`src/verilog/tetris_pkg.sv`:
```
`default_nettype none

package tetris_pkg;

	////////////////////////////////////////////////////////////
	// Tile RAM geometry
	////////////////////////////////////////////////////////////

	localparam int TILE_W = 6;
	localparam int ROW_W = 5;
	localparam int COL_W = 6;
	localparam int ADDR_W = ROW_W + COL_W;

	// Playfield placement in tile coordinates
	localparam int BOARD_X0 = 10;
	localparam int BOARD_Y0 = 5;
	localparam int BOARD_W = 10;
	localparam int BOARD_H = 19;
	// Relative column of a new piece, row is always 0
	localparam int SPAWN_COL = 4;

	// Shapes and rotations
	localparam int NUM_SHAPES = 7;
	localparam int SHAPE_W = 3;
	localparam int ROT_W = 2;
	localparam int OFF_W = 2;

	////////////////////////////////////////////////////////////
	// Frame timing
	////////////////////////////////////////////////////////////

	localparam int GRAVITY_FRAMES = 3;
	localparam int GRAV_W = 2;
	localparam int STEP_W = 4;

	localparam int STEP_READ_FIRST = 1;
	localparam int STEP_READ_LAST = 4;
	localparam int STEP_RESULT = 6;
	localparam int STEP_ERASE_FIRST = 7;
	localparam int STEP_ERASE_LAST = 10;
	localparam int STEP_UPDATE = 11;
	localparam int STEP_DRAW_FIRST = 12;
	localparam int STEP_DRAW_LAST = 15;

	// Flat RAM address, or row and column fields
	typedef union packed {
		logic [ADDR_W-1:0] addr;
		struct packed {
			logic [ROW_W-1:0] row;
			logic [COL_W-1:0] col;
		} rc;
	} cell_addr_u;

	typedef enum logic [2:0] {
		MOVE_NONE,
		MOVE_FALL,
		MOVE_DOWN,
		MOVE_RIGHT,
		MOVE_LEFT,
		MOVE_ROT
	} move_e;

endpackage

`default_nettype wire

```
`src/verilog/board_bus_if.sv`:
```
`timescale 1ns/1ps
`default_nettype none

// Tile RAM ports, read data one cycle after address
interface board_bus_if;
	tetris_pkg::cell_addr_u rd_addr;
	logic [tetris_pkg::TILE_W-1:0] rd_data;
	tetris_pkg::cell_addr_u wr_addr;
	logic [tetris_pkg::TILE_W-1:0] wr_data;
	logic wr_en;

	// Collision reads
	modport reader (output rd_addr, input rd_data);
	// Erase and draw writes
	modport writer (output wr_addr, output wr_data, output wr_en);
	// RAM side
	modport memory (input rd_addr, output rd_data, input wr_addr, input wr_data, input wr_en);
endinterface

`default_nettype wire

```
`src/verilog/piece_if.sv`:
```
`timescale 1ns/1ps
`default_nettype none

// Active piece as seen by checker and painter
interface piece_if;
	// Absolute cells of the piece now
	tetris_pkg::cell_addr_u cur_cells [4];
	// Absolute cells after the selected move
	tetris_pkg::cell_addr_u cand_cells [4];
	logic [tetris_pkg::TILE_W-1:0] color;
	// Blocked fall, piece stays and next shape spawns
	logic lock;

	modport driver (output cur_cells, output cand_cells, output color, output lock);
	modport sink (input cur_cells, input cand_cells, input color, input lock);
endinterface

`default_nettype wire

```
`src/verilog/shape_rom.sv`:
```
`timescale 1ns/1ps
`default_nettype none

module shape_rom (
	input wire logic [tetris_pkg::SHAPE_W-1:0] shape,
	input wire logic [tetris_pkg::ROT_W-1:0] rot,
	output logic [3:0][tetris_pkg::OFF_W-1:0] row_off,
	output logic [3:0][tetris_pkg::OFF_W-1:0] col_off
);
	// One nibble per cell as {row, col} in the 4x4 box, cell 0 on top
	logic [15:0] cells;

	always_comb
	begin
		case ({shape, rot})
			// I, turns about the box center
			5'b001_00: cells = 16'h4567;
			5'b001_01: cells = 16'h26AE;
			5'b001_10: cells = 16'h89AB;
			5'b001_11: cells = 16'h159D;
			// O, same in every rotation
			5'b010_00: cells = 16'h569A;
			5'b010_01: cells = 16'h569A;
			5'b010_10: cells = 16'h569A;
			5'b010_11: cells = 16'h569A;
			// J, L, S, Z and T turn inside the top-left 3x3
			5'b011_00: cells = 16'h0456;
			5'b011_01: cells = 16'h1259;
			5'b011_10: cells = 16'h456A;
			5'b011_11: cells = 16'h1589;
			5'b100_00: cells = 16'h2456;
			5'b100_01: cells = 16'h159A;
			5'b100_10: cells = 16'h4568;
			5'b100_11: cells = 16'h0159;
			5'b101_00: cells = 16'h1245;
			5'b101_01: cells = 16'h156A;
			5'b101_10: cells = 16'h5689;
			5'b101_11: cells = 16'h0459;
			5'b110_00: cells = 16'h0156;
			5'b110_01: cells = 16'h2569;
			5'b110_10: cells = 16'h459A;
			5'b110_11: cells = 16'h1458;
			5'b111_00: cells = 16'h1456;
			5'b111_01: cells = 16'h1569;
			5'b111_10: cells = 16'h4569;
			5'b111_11: cells = 16'h1459;
			default: cells = 16'h0000;
		endcase
	end

	// Split nibbles into row and column offsets
	always_comb
	begin
		for (int i = 0; i < 4; i++)
		begin
			row_off[i] = cells[15 - 4 * i -: tetris_pkg::OFF_W];
			col_off[i] = cells[13 - 4 * i -: tetris_pkg::OFF_W];
		end
	end
endmodule

`default_nettype wire

```
`src/verilog/frame_sequencer.sv`:
```
`timescale 1ns/1ps
`default_nettype none

module frame_sequencer (
	input wire logic clk,
	input wire logic rst,
	input wire logic vblank,
	input wire logic [3:0] btn,
	output logic [tetris_pkg::STEP_W-1:0] step,
	output logic step_valid,
	output tetris_pkg::move_e move
);
	logic vblank_q;
	logic start;
	logic [tetris_pkg::GRAV_W-1:0] grav_cnt;

	// Rising vblank while idle, edges inside a frame are dropped
	assign start = vblank && !vblank_q && !step_valid;

	always_ff @(posedge clk)
	begin
		if (rst)
		begin
			vblank_q <= 1'b0;
			step <= '0;
			step_valid <= 1'b0;
			grav_cnt <= '0;
			move <= tetris_pkg::MOVE_NONE;
		end
		else
		begin
			vblank_q <= vblank;
			if (start)
			begin
				step_valid <= 1'b1;
				step <= '0;
				// One move per frame, gravity first
				if (grav_cnt == tetris_pkg::GRAV_W'(tetris_pkg::GRAVITY_FRAMES - 1))
				begin
					grav_cnt <= '0;
					move <= tetris_pkg::MOVE_FALL;
				end
				else
				begin
					grav_cnt <= grav_cnt + tetris_pkg::GRAV_W'(1);
					if (btn[3])
						move <= tetris_pkg::MOVE_DOWN;
					else if (btn[1])
						move <= tetris_pkg::MOVE_RIGHT;
					else if (btn[2])
						move <= tetris_pkg::MOVE_LEFT;
					else if (btn[0])
						move <= tetris_pkg::MOVE_ROT;
					else
						move <= tetris_pkg::MOVE_NONE;
				end
			end
			else if (step_valid)
			begin
				// Wraps back to 0 after the last step
				step <= step + tetris_pkg::STEP_W'(1);
				if (step == '1)
					step_valid <= 1'b0;
			end
		end
	end
endmodule

`default_nettype wire

```
`src/verilog/collision_checker.sv`:
```
`timescale 1ns/1ps
`default_nettype none

module collision_checker (
	input wire logic clk,
	input wire logic rst,
	input wire logic [tetris_pkg::STEP_W-1:0] step,
	piece_if.sink piece,
	board_bus_if.reader bus,
	output logic blocked
);
	logic [tetris_pkg::STEP_W-1:0] rd_idx;
	logic [tetris_pkg::STEP_W-1:0] chk_idx;
	tetris_pkg::cell_addr_u chk_cell;
	logic own;
	logic hit;

	// Address for cell k goes out one step ahead of its read step
	assign rd_idx = step + tetris_pkg::STEP_W'(1) - tetris_pkg::STEP_W'(tetris_pkg::STEP_READ_FIRST);
	// Data for cell k arrives one step after its address
	assign chk_idx = step - tetris_pkg::STEP_W'(tetris_pkg::STEP_READ_FIRST + 1);
	assign chk_cell = piece.cand_cells[chk_idx[1:0]];

	always_comb
	begin
		// Tiles of the piece itself do not block
		own = 1'b0;
		for (int i = 0; i < 4; i++)
			own = own | (chk_cell.addr == piece.cur_cells[i].addr);
		hit = (chk_cell.rc.col < tetris_pkg::COL_W'(tetris_pkg::BOARD_X0))
			|| (chk_cell.rc.col >= tetris_pkg::COL_W'(tetris_pkg::BOARD_X0 + tetris_pkg::BOARD_W))
			|| (chk_cell.rc.row >= tetris_pkg::ROW_W'(tetris_pkg::BOARD_Y0 + tetris_pkg::BOARD_H))
			|| ((bus.rd_data != '0) && !own);
	end

	// Candidate cells 0 to 3 on the read port during steps 1 to 4
	always_ff @(posedge clk)
	begin
		if (rd_idx < tetris_pkg::STEP_W'(4))
			bus.rd_addr <= piece.cand_cells[rd_idx[1:0]];
	end

	// Sticky result, final from STEP_RESULT on
	always_ff @(posedge clk)
	begin
		if (rst)
			blocked <= 1'b0;
		else if (step == '0)
			blocked <= 1'b0;
		else if ((chk_idx < tetris_pkg::STEP_W'(4)) && hit)
			blocked <= 1'b1;
	end
endmodule

`default_nettype wire

```
`src/verilog/piece_controller.sv`:
```
`timescale 1ns/1ps
`default_nettype none

module piece_controller (
	input wire logic clk,
	input wire logic rst,
	input wire logic [tetris_pkg::STEP_W-1:0] step,
	input wire tetris_pkg::move_e move,
	input wire logic blocked,
	piece_if.driver piece
);
	// Position relative to the board's top-left cell
	logic [tetris_pkg::ROW_W-1:0] pos_row;
	logic [tetris_pkg::COL_W-1:0] pos_col;
	logic [tetris_pkg::ROT_W-1:0] rot;
	logic [tetris_pkg::ROT_W-1:0] rot_nxt;
	logic [tetris_pkg::SHAPE_W-1:0] shape;
	logic [3:0][tetris_pkg::OFF_W-1:0] cur_row_off;
	logic [3:0][tetris_pkg::OFF_W-1:0] cur_col_off;
	logic [3:0][tetris_pkg::OFF_W-1:0] nxt_row_off;
	logic [3:0][tetris_pkg::OFF_W-1:0] nxt_col_off;
	tetris_pkg::cell_addr_u cur [4];
	tetris_pkg::cell_addr_u cand [4];

	assign rot_nxt = rot + tetris_pkg::ROT_W'(1);

	// Offsets for the rotation now and one turn clockwise
	shape_rom rom_cur0 (.shape(shape), .rot(rot), .row_off(cur_row_off), .col_off(cur_col_off));
	shape_rom rom_nxt0 (.shape(shape), .rot(rot_nxt), .row_off(nxt_row_off), .col_off(nxt_col_off));

	always_comb
	begin
		for (int i = 0; i < 4; i++)
		begin
			cur[i].rc.row = tetris_pkg::ROW_W'(tetris_pkg::BOARD_Y0) + pos_row
				+ tetris_pkg::ROW_W'(cur_row_off[i]);
			cur[i].rc.col = tetris_pkg::COL_W'(tetris_pkg::BOARD_X0) + pos_col
				+ tetris_pkg::COL_W'(cur_col_off[i]);
			cand[i] = cur[i];
			case (move)
				tetris_pkg::MOVE_FALL, tetris_pkg::MOVE_DOWN:
					cand[i].rc.row = cur[i].rc.row + tetris_pkg::ROW_W'(1);
				tetris_pkg::MOVE_RIGHT:
					cand[i].rc.col = cur[i].rc.col + tetris_pkg::COL_W'(1);
				// Never wraps, BOARD_X0 leaves room on the left
				tetris_pkg::MOVE_LEFT:
					cand[i].rc.col = cur[i].rc.col - tetris_pkg::COL_W'(1);
				tetris_pkg::MOVE_ROT:
				begin
					cand[i].rc.row = tetris_pkg::ROW_W'(tetris_pkg::BOARD_Y0) + pos_row
						+ tetris_pkg::ROW_W'(nxt_row_off[i]);
					cand[i].rc.col = tetris_pkg::COL_W'(tetris_pkg::BOARD_X0) + pos_col
						+ tetris_pkg::COL_W'(nxt_col_off[i]);
				end
				default:
					cand[i] = cur[i];
			endcase
		end
	end

	assign piece.cur_cells = cur;
	assign piece.cand_cells = cand;
	// Shape id doubles as tile color
	assign piece.color = tetris_pkg::TILE_W'(shape);

	always_ff @(posedge clk)
	begin
		if (rst)
		begin
			shape <= tetris_pkg::SHAPE_W'(1);
			rot <= '0;
			pos_row <= '0;
			pos_col <= tetris_pkg::COL_W'(tetris_pkg::SPAWN_COL);
			piece.lock <= 1'b0;
		end
		else if (step == tetris_pkg::STEP_W'(tetris_pkg::STEP_RESULT))
			piece.lock <= (move == tetris_pkg::MOVE_FALL) && blocked;
		else if (step == tetris_pkg::STEP_W'(tetris_pkg::STEP_UPDATE))
		begin
			piece.lock <= 1'b0;
			if (piece.lock)
			begin
				// Piece stays in the RAM, next shape at spawn
				if (shape == tetris_pkg::SHAPE_W'(tetris_pkg::NUM_SHAPES))
					shape <= tetris_pkg::SHAPE_W'(1);
				else
					shape <= shape + tetris_pkg::SHAPE_W'(1);
				rot <= '0;
				pos_row <= '0;
				pos_col <= tetris_pkg::COL_W'(tetris_pkg::SPAWN_COL);
			end
			else if (!blocked)
			begin
				case (move)
					tetris_pkg::MOVE_FALL, tetris_pkg::MOVE_DOWN:
						pos_row <= pos_row + tetris_pkg::ROW_W'(1);
					tetris_pkg::MOVE_RIGHT:
						pos_col <= pos_col + tetris_pkg::COL_W'(1);
					tetris_pkg::MOVE_LEFT:
						pos_col <= pos_col - tetris_pkg::COL_W'(1);
					tetris_pkg::MOVE_ROT:
						rot <= rot_nxt;
					default:
						rot <= rot;
				endcase
			end
		end
	end
endmodule

`default_nettype wire

```
`src/verilog/cell_painter.sv`:
```
`timescale 1ns/1ps
`default_nettype none

module cell_painter (
	input wire logic clk,
	input wire logic rst,
	input wire logic [tetris_pkg::STEP_W-1:0] step,
	input wire logic step_valid,
	piece_if.sink piece,
	board_bus_if.writer bus
);
	logic erase_win;
	logic draw_win;
	// Which of the four cells is written this cycle
	logic [1:0] slot;

	assign erase_win = step_valid
		&& (step >= tetris_pkg::STEP_W'(tetris_pkg::STEP_ERASE_FIRST))
		&& (step <= tetris_pkg::STEP_W'(tetris_pkg::STEP_ERASE_LAST));
	assign draw_win = step_valid
		&& (step >= tetris_pkg::STEP_W'(tetris_pkg::STEP_DRAW_FIRST))
		&& (step <= tetris_pkg::STEP_W'(tetris_pkg::STEP_DRAW_LAST));

	// Restarts at 0 for every write burst
	always_ff @(posedge clk)
	begin
		if (rst)
			slot <= '0;
		else if (erase_win || draw_win)
			slot <= slot + 2'd1;
		else
			slot <= '0;
	end

	// Locked piece keeps its tiles, so no erase
	assign bus.wr_en = (erase_win && !piece.lock) || draw_win;
	// Draw uses cells already updated at STEP_UPDATE
	assign bus.wr_addr = piece.cur_cells[slot];
	assign bus.wr_data = draw_win ? piece.color : '0;
endmodule

`default_nettype wire

```
`src/verilog/tetris_engine.sv`:
```
`timescale 1ns/1ps
`default_nettype none

module tetris_engine (
	input wire logic clk,
	input wire logic rst,
	input wire logic vblank,
	input wire logic [3:0] btn,
	output logic [tetris_pkg::ADDR_W-1:0] rd_addr,
	input wire logic [tetris_pkg::TILE_W-1:0] rd_data,
	output logic [tetris_pkg::ADDR_W-1:0] wr_addr,
	output logic [tetris_pkg::TILE_W-1:0] wr_data,
	output logic wr_en
);
	logic [tetris_pkg::STEP_W-1:0] step;
	logic step_valid;
	tetris_pkg::move_e move;
	logic blocked;

	board_bus_if bus0 ();
	piece_if piece0 ();

	////////////////////////////////////////////////////////////
	// Frame control and piece state
	////////////////////////////////////////////////////////////

	frame_sequencer seq0 (
		.clk(clk),
		.rst(rst),
		.vblank(vblank),
		.btn(btn),
		.step(step),
		.step_valid(step_valid),
		.move(move)
	);

	piece_controller ctrl0 (
		.clk(clk),
		.rst(rst),
		.step(step),
		.move(move),
		.blocked(blocked),
		.piece(piece0.driver)
	);

	////////////////////////////////////////////////////////////
	// Tile RAM access
	////////////////////////////////////////////////////////////

	collision_checker chk0 (
		.clk(clk),
		.rst(rst),
		.step(step),
		.piece(piece0.sink),
		.bus(bus0.reader),
		.blocked(blocked)
	);

	cell_painter paint0 (
		.clk(clk),
		.rst(rst),
		.step(step),
		.step_valid(step_valid),
		.piece(piece0.sink),
		.bus(bus0.writer)
	);

	// Memory side of the bus onto the plain RAM ports
	assign rd_addr = bus0.rd_addr.addr;
	assign bus0.rd_data = rd_data;
	assign wr_addr = bus0.wr_addr.addr;
	assign wr_data = bus0.wr_data;
	assign wr_en = bus0.wr_en;
endmodule

`default_nettype wire

```
`config.mk`:
```
export PLATFORM = sky130hd
export DESIGN_NAME = tetris_engine
export DESIGN_NICKNAME = d
export VERILOG_FILES = /design/src/verilog/tetris_pkg.sv /design/src/verilog/board_bus_if.sv /design/src/verilog/piece_if.sv /design/src/verilog/shape_rom.sv /design/src/verilog/frame_sequencer.sv /design/src/verilog/collision_checker.sv /design/src/verilog/piece_controller.sv /design/src/verilog/cell_painter.sv /design/src/verilog/tetris_engine.sv
export SDC_FILE = /design/constraint.sdc
export NUM_CORES = 1
export LEC_CHECK = 0
export ABC_AREA = 1
export BUFFER_PORTS_ARGS = -buffer_cell sky130_fd_sc_hd__buf_4
export CORE_MARGIN = 2
export CORE_UTILIZATION = 50
export DETAILED_ROUTE_END_ITERATION = 12
export PLACE_DENSITY_LB_ADDON = 0.25
export RECOVER_POWER = 50
export REMOVE_ABC_BUFFERS = 1
export SLEW_MARGIN = 10
export SYNTH_ARGS = -nofsm -noshare
export SYNTH_HDL_FRONTEND = slang
export SYNTH_SLANG_ARGS = --single-unit
```
`constraint.sdc`:
```
create_clock -name clk -period 6.3 [get_ports clk]
set_input_delay 0.63 -clock clk [delete_from_list [all_inputs] [get_ports clk]]
set_output_delay 0.63 -clock clk [all_outputs]
set_load 0.02 [all_outputs]
```
After elaboration in Yosys (flattened, before gate mapping) --
Memory sizes are Yosys's and may differ from the RTL's. Index checks and enable logic that the tools add are counted. W data, S select, Z words.
Storage, ports and cells: register bits after elaboration 42, latch bits 0, memory bits (read-only) 1024, logic and storage cells 162, bits in writable memories 0, output and inout bits 29, memories 2, bits of input ports 13
Operators by class: muxes and demuxes 39, add/sub/neg operators 40, eq/ne operators 15, reduce and logical (&&, ||, !) cells 33, div/mod/pow operators 0, order comparisons 12, multiply operators 0, bitwise gates (word level) 8, shift-type cells 0
Memories:
- (name not given) | words 32, width 16, rd ports 1, clocked after memory_dff 0, write ports 0, line shape_rom.sv:15 | case ({shape, rot})
- (name not given) | words 32, width 16, rd ports 1, clocked after memory_dff 0, write ports 0, line shape_rom.sv:15
Operator list (count):
- $pmux W6 S3 | 4
- $bmux W11 S2 | 3
- $mux W11 | 6
- $add A6 B2 Y6 | 8
- $eq A11 B11 Y1 | 4
- $add A5 B2 Y5 | 8
- $pmux W5 S2 | 4
- $add A6 B1 Y6 const B | 5
- $sub A6 B1 Y6 const B | 5
- $add A5 B1 Y5 const B | 5
- $mux W3 | 7
- $mux W5 | 3
- $mux W6 | 2
- $pmux W6 S2 | 1
- $reduce_and A4 Y1 | 3
- $logic_and A1 B1 Y1 | 10
- $eq A3 B3 Y1 const B | 3
- $ge A3 B3 Y1 const B | 3
- $not A2 Y3 | 3
- $eq A4 B4 Y1 const B | 2
- $le A4 B4 Y1 const B | 2
- $lt A4 B3 Y1 const B | 2
- $mux W2 | 4
- $reduce_or A2 Y1 | 4
- 27 further kinds | 46

Depth between registers and ports, before layout --
Gate-level depths: netlist of run 1.
depth after elaboration 15, depth in mapped cells 37, depth with buffers taken out 36

By module --
A second synthesis of run 1 with hierarchy kept.
Unflattened totals: cells, all modules 1566, area, all modules 9225.1 µm²
By module, submodules not included:
- piece_controller | times used 1, cells each 785, seq. area each 340.3 µm², area each 4828.4 µm²
- collision_checker | times used 1, cells each 332, seq. area each 350.3 µm², area each 1910.6 µm²
- shape_rom (ctrl0.rom_nxt0) | times used 1, cells each 136, seq. area each 0.0 µm², area each 740.7 µm²
- shape_rom (ctrl0.rom_cur0) | times used 1, cells each 131, seq. area each 0.0 µm², area each 653.1 µm²
- cell_painter | times used 1, cells each 112, seq. area each 40.0 µm², area each 585.6 µm²
- frame_sequencer | times used 1, cells each 70, seq. area each 220.2 µm², area each 506.7 µm²

Worst setup path before layout of run 1 --
OpenSTA, ideal clock, no wires.
kind register to register, start point register ctrl0.rot[0] (netlist bit), end point register chk0.blocked, buffers on the path 1, arrival 4171 ps, data required time 6186 ps, stages on the path, launching flop included 30, library setup time 114 ps, slack 2016 ps, clock period less this slack 4284 ps, cells stage by stage dfxtp_1 > clkbuf_1 > inv_1 > ha_1 > nand2_1 > nand2_1 > a21oi_1 > o32ai_1 > ha_1 > inv_1 > fa_1 > inv_1 > fa_1 > nand2_1 > nand3_1 > nand3_1 > nand2_2 > o21ai_1 > nor2_1 > nand2_1 > nor2_1 > nand2_1 > nor2_1 > nand2_1 > nor2_1 > nor2_1 > nand3_1 > nand2_1 > nand2_1 > a21oi_2
Between the ends: word-level cells in the longest chain between the ends 15, elaborated cells between the ends (all ways) 58, those cells by class add/sub: 29; order compare: 3; eq/ne: 4; mux: 11; bitwise: 3; reduce/logical: 6; memory: 2
Ends and longest elaborated chain:
- start, declared | line piece_controller.sv:15 | logic [tetris_pkg::ROT_W-1:0] rot;
- start signal, assigned | line piece_controller.sv:102 | rot <= rot_nxt;
- start signal, assigned | line piece_controller.sv:104 | rot <= rot;
- $mem_v2 Z32 W16 or $add A2 B1 Y2 (tied branches)
- $add A6 B2 Y6 (tied with other cells) | line piece_controller.sv:38 | + tetris_pkg::COL_W'(cur_col_off[i]);
- $sub A6 B1 Y6 (tied with other cells) | line piece_controller.sv:47 | cand[i].rc.col = cur[i].rc.col - tetris_pkg::COL_W'(1);
- $pmux W6 S3 or $pmux W5 S2 (tied branches) | line piece_controller.sv:40 | case (move)
- $bmux W11 S2 | line collision_checker.sv:22 | assign chk_cell = piece.cand_cells[chk_idx[1:0]];
- $mux W11 (implied by the code) (2 in series) | line collision_checker.sv:22
- $eq A11 B11 Y1 | line collision_checker.sv:29 | own = own | (chk_cell.addr == piece.cur_cells[i].addr);
- $or A1 B1 Y1 (3 in series) | line collision_checker.sv:29
- $logic_not A1 Y1 | line collision_checker.sv:33 | || ((bus.rd_data != '0) && !own);
- $logic_and A1 B1 Y1 | line collision_checker.sv:33
- $logic_or A1 B1 Y1 (*) | line collision_checker.sv:33
- $logic_and A1 B1 Y1 (*) | line collision_checker.sv:50 | else if ((chk_idx < tetris_pkg::STEP_W'(4)) && hit)
- end signal, assigned | line collision_checker.sv:47 | blocked <= 1'b0;
- end signal, assigned | line collision_checker.sv:49 | blocked <= 1'b0;
- end signal, assigned | line collision_checker.sv:51 | blocked <= 1'b1;
- end, declared | line collision_checker.sv:10 | output logic blocked
Every way passes the cells marked *; elsewhere a longest branch is shown, timed or not. The select of a mux whose other input is x is not followed. A chain may end at the register's enable or synchronous reset.

Worst setup path after layout of run 1 --
Ends and elaborated chain as after synthesis.

==> results of run 1 <==
per-stage QoR:
step                hold slack [ps]  instances
floorplan                       438       1557
finish                          475       1841
global placement                454       1833
detailed placement              462       1833
CTS                             476       1841
global route                    521       1841
synth_stat cells (7+ instances only):
cell type and instances:
nand2_2 27, a22oi_1 7, clkbuf_1 20, o221ai_1 7, buf_4 10, a211oi_1 9
o21ai_0 78, buf_6 11, nand3_1 194, a21oi_1 78, buf_2 12, inv_1 171
inv_2 14, o21ai_1 9, ha_1 67, nor2_1 133, nand2_1 565, nand3_2 11
xor2_1 10, fa_1 21, dfxtp_1 31, o22ai_1 19, nand3b_1 10, edfxtp_1 11
nor3_1 10, nand4_1 10
where the power goes:
group | internal (mW) | switching [mW] | total, mW
Clock | 0.158 | 0.128 | 0.286
Combinational | 0.0926 | 0.222 | 0.314
Sequential | 0.306 | 0.0128 | 0.319
Total | 0.557 | 0.363 | 0.920
logic make-up after synthesis:
family / count (synthesis)
adders and majority gates: 88
xor gates and xnor gates: 15
DFF: 42
AOI/OAI and AO/OA: 239
buffers and inverters: 247
other: 1
and+or+nand+nor: 980
state kept, by name, summed over array words and instances (netlist names):
name	flops
chk0.bus.rd_addr	11
ctrl0.pos_col	6
ctrl0.pos_row	5
seq0.step	4
ctrl0.shape	3
seq0.move	3
ctrl0.rot	2
paint0.slot	2
seq0.grav_cnt	2
chk0.blocked	1
ctrl0.piece.lock	1
seq0.step_valid	1
seq0.vblank_q	1
cell type report:
cell class / instances / area [um^2]
multi-input combinational: 1325 / 7070
timing repair buffer: 47 / 297
tap: 229 / 287
sequential: 42 / 951
inverter: 190 / 718
clock inverter: 2 / 11.3
clock buffer: 6 / 139
fill: 1904 / 8430
worst max-delay path: cells and delay by family (launching register included):
kind,cells,cell delay (ps)
fa+ha+maj,4,1410
compound gates,3,600
flops,1,590
simple gates,22,2010
buf+inv,5,530
metal layers:
layer | vias up | track usage, %
met5 | - | 0
li1 | 5268 | -
met3 | 81 | 5.94
met1 | 4939 | 45.1
met2 | 546 | 50.5
met4 | 0 | 13.3
worst paths after layout:
path / to / cells past startpoint / slack (ps) / from
worst max-delay path: chk0.blocked / 34 / 1090 / ctrl0.rot[0]
worst min-delay path: paint0.slot[0] / 1 / 470 / paint0.slot[0]
worst max register to register: chk0.blocked / 34 / 1090 / ctrl0.rot[0]
worst min register to register: paint0.slot[0] / 1 / 470 / paint0.slot[0]
==> flow_metrics.tcl, run 1 <==
set metrics [dict create \
    grt_max_degree 46 \
    fmax_mhz 192 \
    path_common_cell "nand2_1" \
    viasPerCell 5.88 \
    synth-simple-area-share_pct 47.1 \
    io_pins 42 \
    synth_top_area_cell "nand2_1" \
    ant_nets 0 \
    setup-violations-final 0 \
    antenna_found_initial 0 \
    cts_buffers 5 \
    layout_common_cells "565 x nand2_1, 194 x nand3_1, 171 x inv_1, 133 x nor2_1" \
    drtPass1Iterations 7 \
    place_congestion 0.996 \
    vias 10800 \
    fin_total_pwr_uw 920 \
    grt_pass1_wl_um 50900 \
    io_buffers 38 \
    avgSynthCellArea_um2 5.63 \
    grtUsageTotal_pct 32.7 \
    p_leak_nw 4.85 \
    holdBufCountCts 0 \
    wl_met2_um 13800 \
    peakVddDrop_v 0.0000952 \
    post-route-period-util_pct 82.7 \
    rows 49 \
    wl_met1_um 13600 \
    violations "max-capacitance violations, max-slew violations" \
    synth_compound_area_share_pct 15.3 \
    hpwl_um 24500 \
    ys_seq_elements 42 \
    synthTopCellsByArea "nand2_1 23%, nand3_1 11%, ha_1 9.2%, inv_1 7.1%, dfxtp_1 6.8%" \
    ys.flop_type "dfxtp_1" \
    syn_inst 1612 \
    drive_gt1_share_pct 7.07 \
    cts-root-buf "clkbuf_16" \
    powerDensity_mw_per_mm2 97.2 \
    end_kind "flop" \
    tritoncts "done" \
    final_common_cell "nand2_1" \
    diodes 0 \
    die-area_mm2 0.0192 \
    start_util_pct 50.7 \
    wire_per_inst_um 17.4 \
    post_dp_cell_area_mm2 0.00937 \
    slew_headroom_pct -17.4 \
    tightest_slew_ps 1760 \
    synth-edff-count 11 \
    design_area_mm2 0.00947 \
    synth-xor-area-share_pct 1.45 \
    maxCapViolations 2 \
    skew_ps 8.43 \
    path_clk_slew_ps 70 \
    synth-adder-area-share_pct 13.9 \
    area_growth_pct 4.39 \
    rsz0062_at_grt "false" \
    cts.path.max_buffers 2 \
    startpoint_type "flop" \
    synth.top_cell.area_share_pct 23.4 \
    drv_slew 57 \
    hp-class "reg -> reg" \
    grt_pass1_vias 9656 \
    clock-sinks 42 \
    top_layer_used "met4" \
    period_minus_slack_ps 5210 \
    criticalPathCategory "reg -> reg" \
    coreArea_mm2 0.0179 \
    crit_path_max_incr_delay_ps 590 \
    async_reset_ff_share_pct 0 \
    die_x_um 139 \
    cts_resized 0 \
    cp_data_required_time_ps 6540 \
    setup_tns_ps 0 \
    cp_slowest_cell "dfxtp_1" \
    die-height_um 139 \
    gr-total-overflow 0 \
    synth_area_mm2 0.00907 \
    cts_max_level 2 \
    muxShareOfSynthArea_pct 0 \
    ys_warn_count 0 \
    hold_viol 0 \
    synth_top_family_by_area "simple AND/OR/NAND/NOR gates" \
    run_status "finished with violations" \
    drt-initial-drc-count 1214 \
    place_ws_ps 1230 \
    utilization_pct 52.9 \
    drc 0 \
    post_cts.repair.setup_buffers 0 \
    synth_cell_types 56 \
    critPathMaxFanout 13 \
    nNetsFinal 1712 \
    clk_latency_ps 310 \
    drt-total-wl_um 32000 \
    setup_ws_ps 1090 \
    crit_arrival_ps 5450 \
    dr_wl_met3_um 3370 \
    yosysSeqAreaShare_pct 10.5 \
]
(Power assumes the default switching activity.)
==> run 2: changes to the inputs <==
==> constraint.sdc (replaced) <==
create_clock -name clk -period 4.7 [get_ports clk]
set_input_delay 0.47 -clock clk [delete_from_list [all_inputs] [get_ports clk]]
set_output_delay 0.47 -clock clk [all_outputs]
set_load 0.02 [all_outputs]
==> flow_metrics.tcl, run 2 (same netlist as run 1, synthesis figures left out) <==
set metrics [dict create \
    io_pins 42 \
    wire_per_inst_um 17.2 \
    tritoncts "done" \
    die-area_mm2 0.0192 \
    hpwl_um 24900 \
    post-route-period-util_pct 94.2 \
    setup-violations-final 0 \
    grt_pass1_vias 9755 \
    cts_buffers 5 \
    instances_no_fill 1861 \
    end_kind "flop" \
    fillers 1934 \
    dp_cells 1849 \
    criticalPathCategory "reg -> reg" \
    seqPwrFrac_pct 34.3 \
    top_regs "chk0.bus.rd_addr (11), ctrl0.pos_col (6), ctrl0.pos_row (5)" \
    peakVddDrop_v 0.000152 \
    p_int_uw 754 \
    powerDensity_mw_per_mm2 126 \
    layout_common_cells "557 x nand2_1, 189 x nand3_1, 167 x inv_1, 131 x nor2_1, 76 x a21oi_1" \
    antenna_found_initial 0 \
    cts-root-buf "clkbuf_16" \
    largest_reg_flops 11 \
    place_congestion 0.981 \
    diodes 0 \
    place_ws_ps 119 \
    die-height_um 139 \
    io_buffers 38 \
    setup_ws_ps 272 \
    final_common_cell "nand2_1" \
    p_leak_nw 4.97 \
    drtPass1Iterations 6 \
    p_sw_uw 486 \
    slew_headroom_pct 29.6 \
    drt-initial-drc-count 1348 \
    setup_tns_ps 0 \
    design_area_mm2 0.00982 \
    rows 49 \
    viasPerCell 5.82 \
    drc 0 \
    run_status "finished clean" \
    grt_max_degree 46 \
    cts.path.max_buffers 2 \
    hp-class "in -> reg" \
    grt_pass1_wl_um 51300 \
    holdBufCountCts 0 \
    ant_nets 0 \
    clock-sinks 42 \
    skew_ps 11.3 \
    critPathMaxFanout 13 \
    clk_latency_ps 310 \
    switching_share_pct 39.2 \
    utilization_pct 54.9 \
    area_growth_pct 8.29 \
    cts_max_level 2 \
    tightest_slew_ps 1050 \
    maxCapViolations 0 \
    path_clk_slew_ps 70 \
    hold_ws_ps 378 \
    grtUsageTotal_pct 32.8 \
    gr-total-overflow 0 \
    die_x_um 139 \
    drive_gt1_share_pct 10.9 \
    vias 10800 \
    regMostFlops "chk0.bus.rd_addr" \
    fmax_mhz 226 \
    fin_total_pwr_mw 1.24 \
    nNetsFinal 1732 \
    drv_slew 0 \
    period_minus_slack_ps 4430 \
    coreArea_mm2 0.0179 \
    hold_viol 0 \
    drt-total-wl_um 32100 \
    cp_data_required_time_ps 4880 \
    crit_arrival_ps 4610 \
    clockPowerShare_pct 30.5 \
    start_util_pct 50.7 \
    startpoint_type "flop" \
    post_dp_cell_area_mm2 0.00950 \
    p_comb_share_pct 35.2 \
]
==> run 2: cell types whose count changed in the layout (fill, tap and decap cells not counted), moves of 6 or more <==
cell     previous run  this run
fa_1               21        15
ha_2                0         7
buf_4              32        54
fa_2                0         6
ha_1               67        59
nand2_1           565       557
==> run 2: layer usage <==
metal  track usage, %  routed length, um  vias up
met5                0                  0        -
met3             5.25               3330       86
met2             51.8              14300      587
met1             45.9              13500     4853
li1                 -                  -     5305
met4             10.5                965        0
==> run 2: power by group through the flow <==
stage / clock (mW) / combinational (mW) / sequential [mW]
after global placement: 0 / 0.432 / 0.433
after CTS: 0.382 / 0.438 / 0.426
after detailed placement: 0 / 0.437 / 0.434
after global routing: 0.397 / 0.482 / 0.427
after floorplan: 0 / 0.253 / 0.469
final: 0.378 / 0.437 / 0.425
==> run 2: timing repair <==
action	4_1_cts	5_1_grt
setup endpoints to repair	0	1
gates resized for setup	0	52
setup buffers	0	4
==> run 2: critical path, cell delays in order, from the launching register on <==
cell      delay [ps]
dfxtp_2          480
inv_1            210
a21oi_1          380
nand2_1           80
o311ai_0         150
o21ai_2          120
ha_2             210
inv_1             70
fa_2             470
inv_1            140
fa_2             440
nand2_1           90
nand3b_1         170
nand3_4          140
nand2_4           80
buf_4            140
xor2_1           130
nor2_1           110
nand3_1          100
nor2_2           140
nand2_1           50
nor2_1            90
nand2_1           60
nand3_1           80
nand2_1           50
nand2_1           70
a21oi_2           50
==> run 2: worst paths after layout <==
check                                 startpoint  slack (ps)          endpoint  depth (start not counted)
worst max-delay path              ctrl0.shape[1]         270      chk0.blocked                         26
worst min-delay path                      vblank         380     seq0.vblank_q                          3
worst max register to register    ctrl0.shape[1]         270      chk0.blocked                         26
worst min register to register  ctrl0.pos_row[1]         490  ctrl0.pos_row[1]                          2
==> run 2: final cells by class <==
class	count	area (um^2)	share of cell area [%]
inverter	190	722	7.35
multi-input combinational	1325	7240	73.7
clock inverter	2	11.3	0.115
sequential	42	952	9.69
clock buffer	6	139	1.41
timing repair buffer	67	470	4.79
tap	229	287	2.92
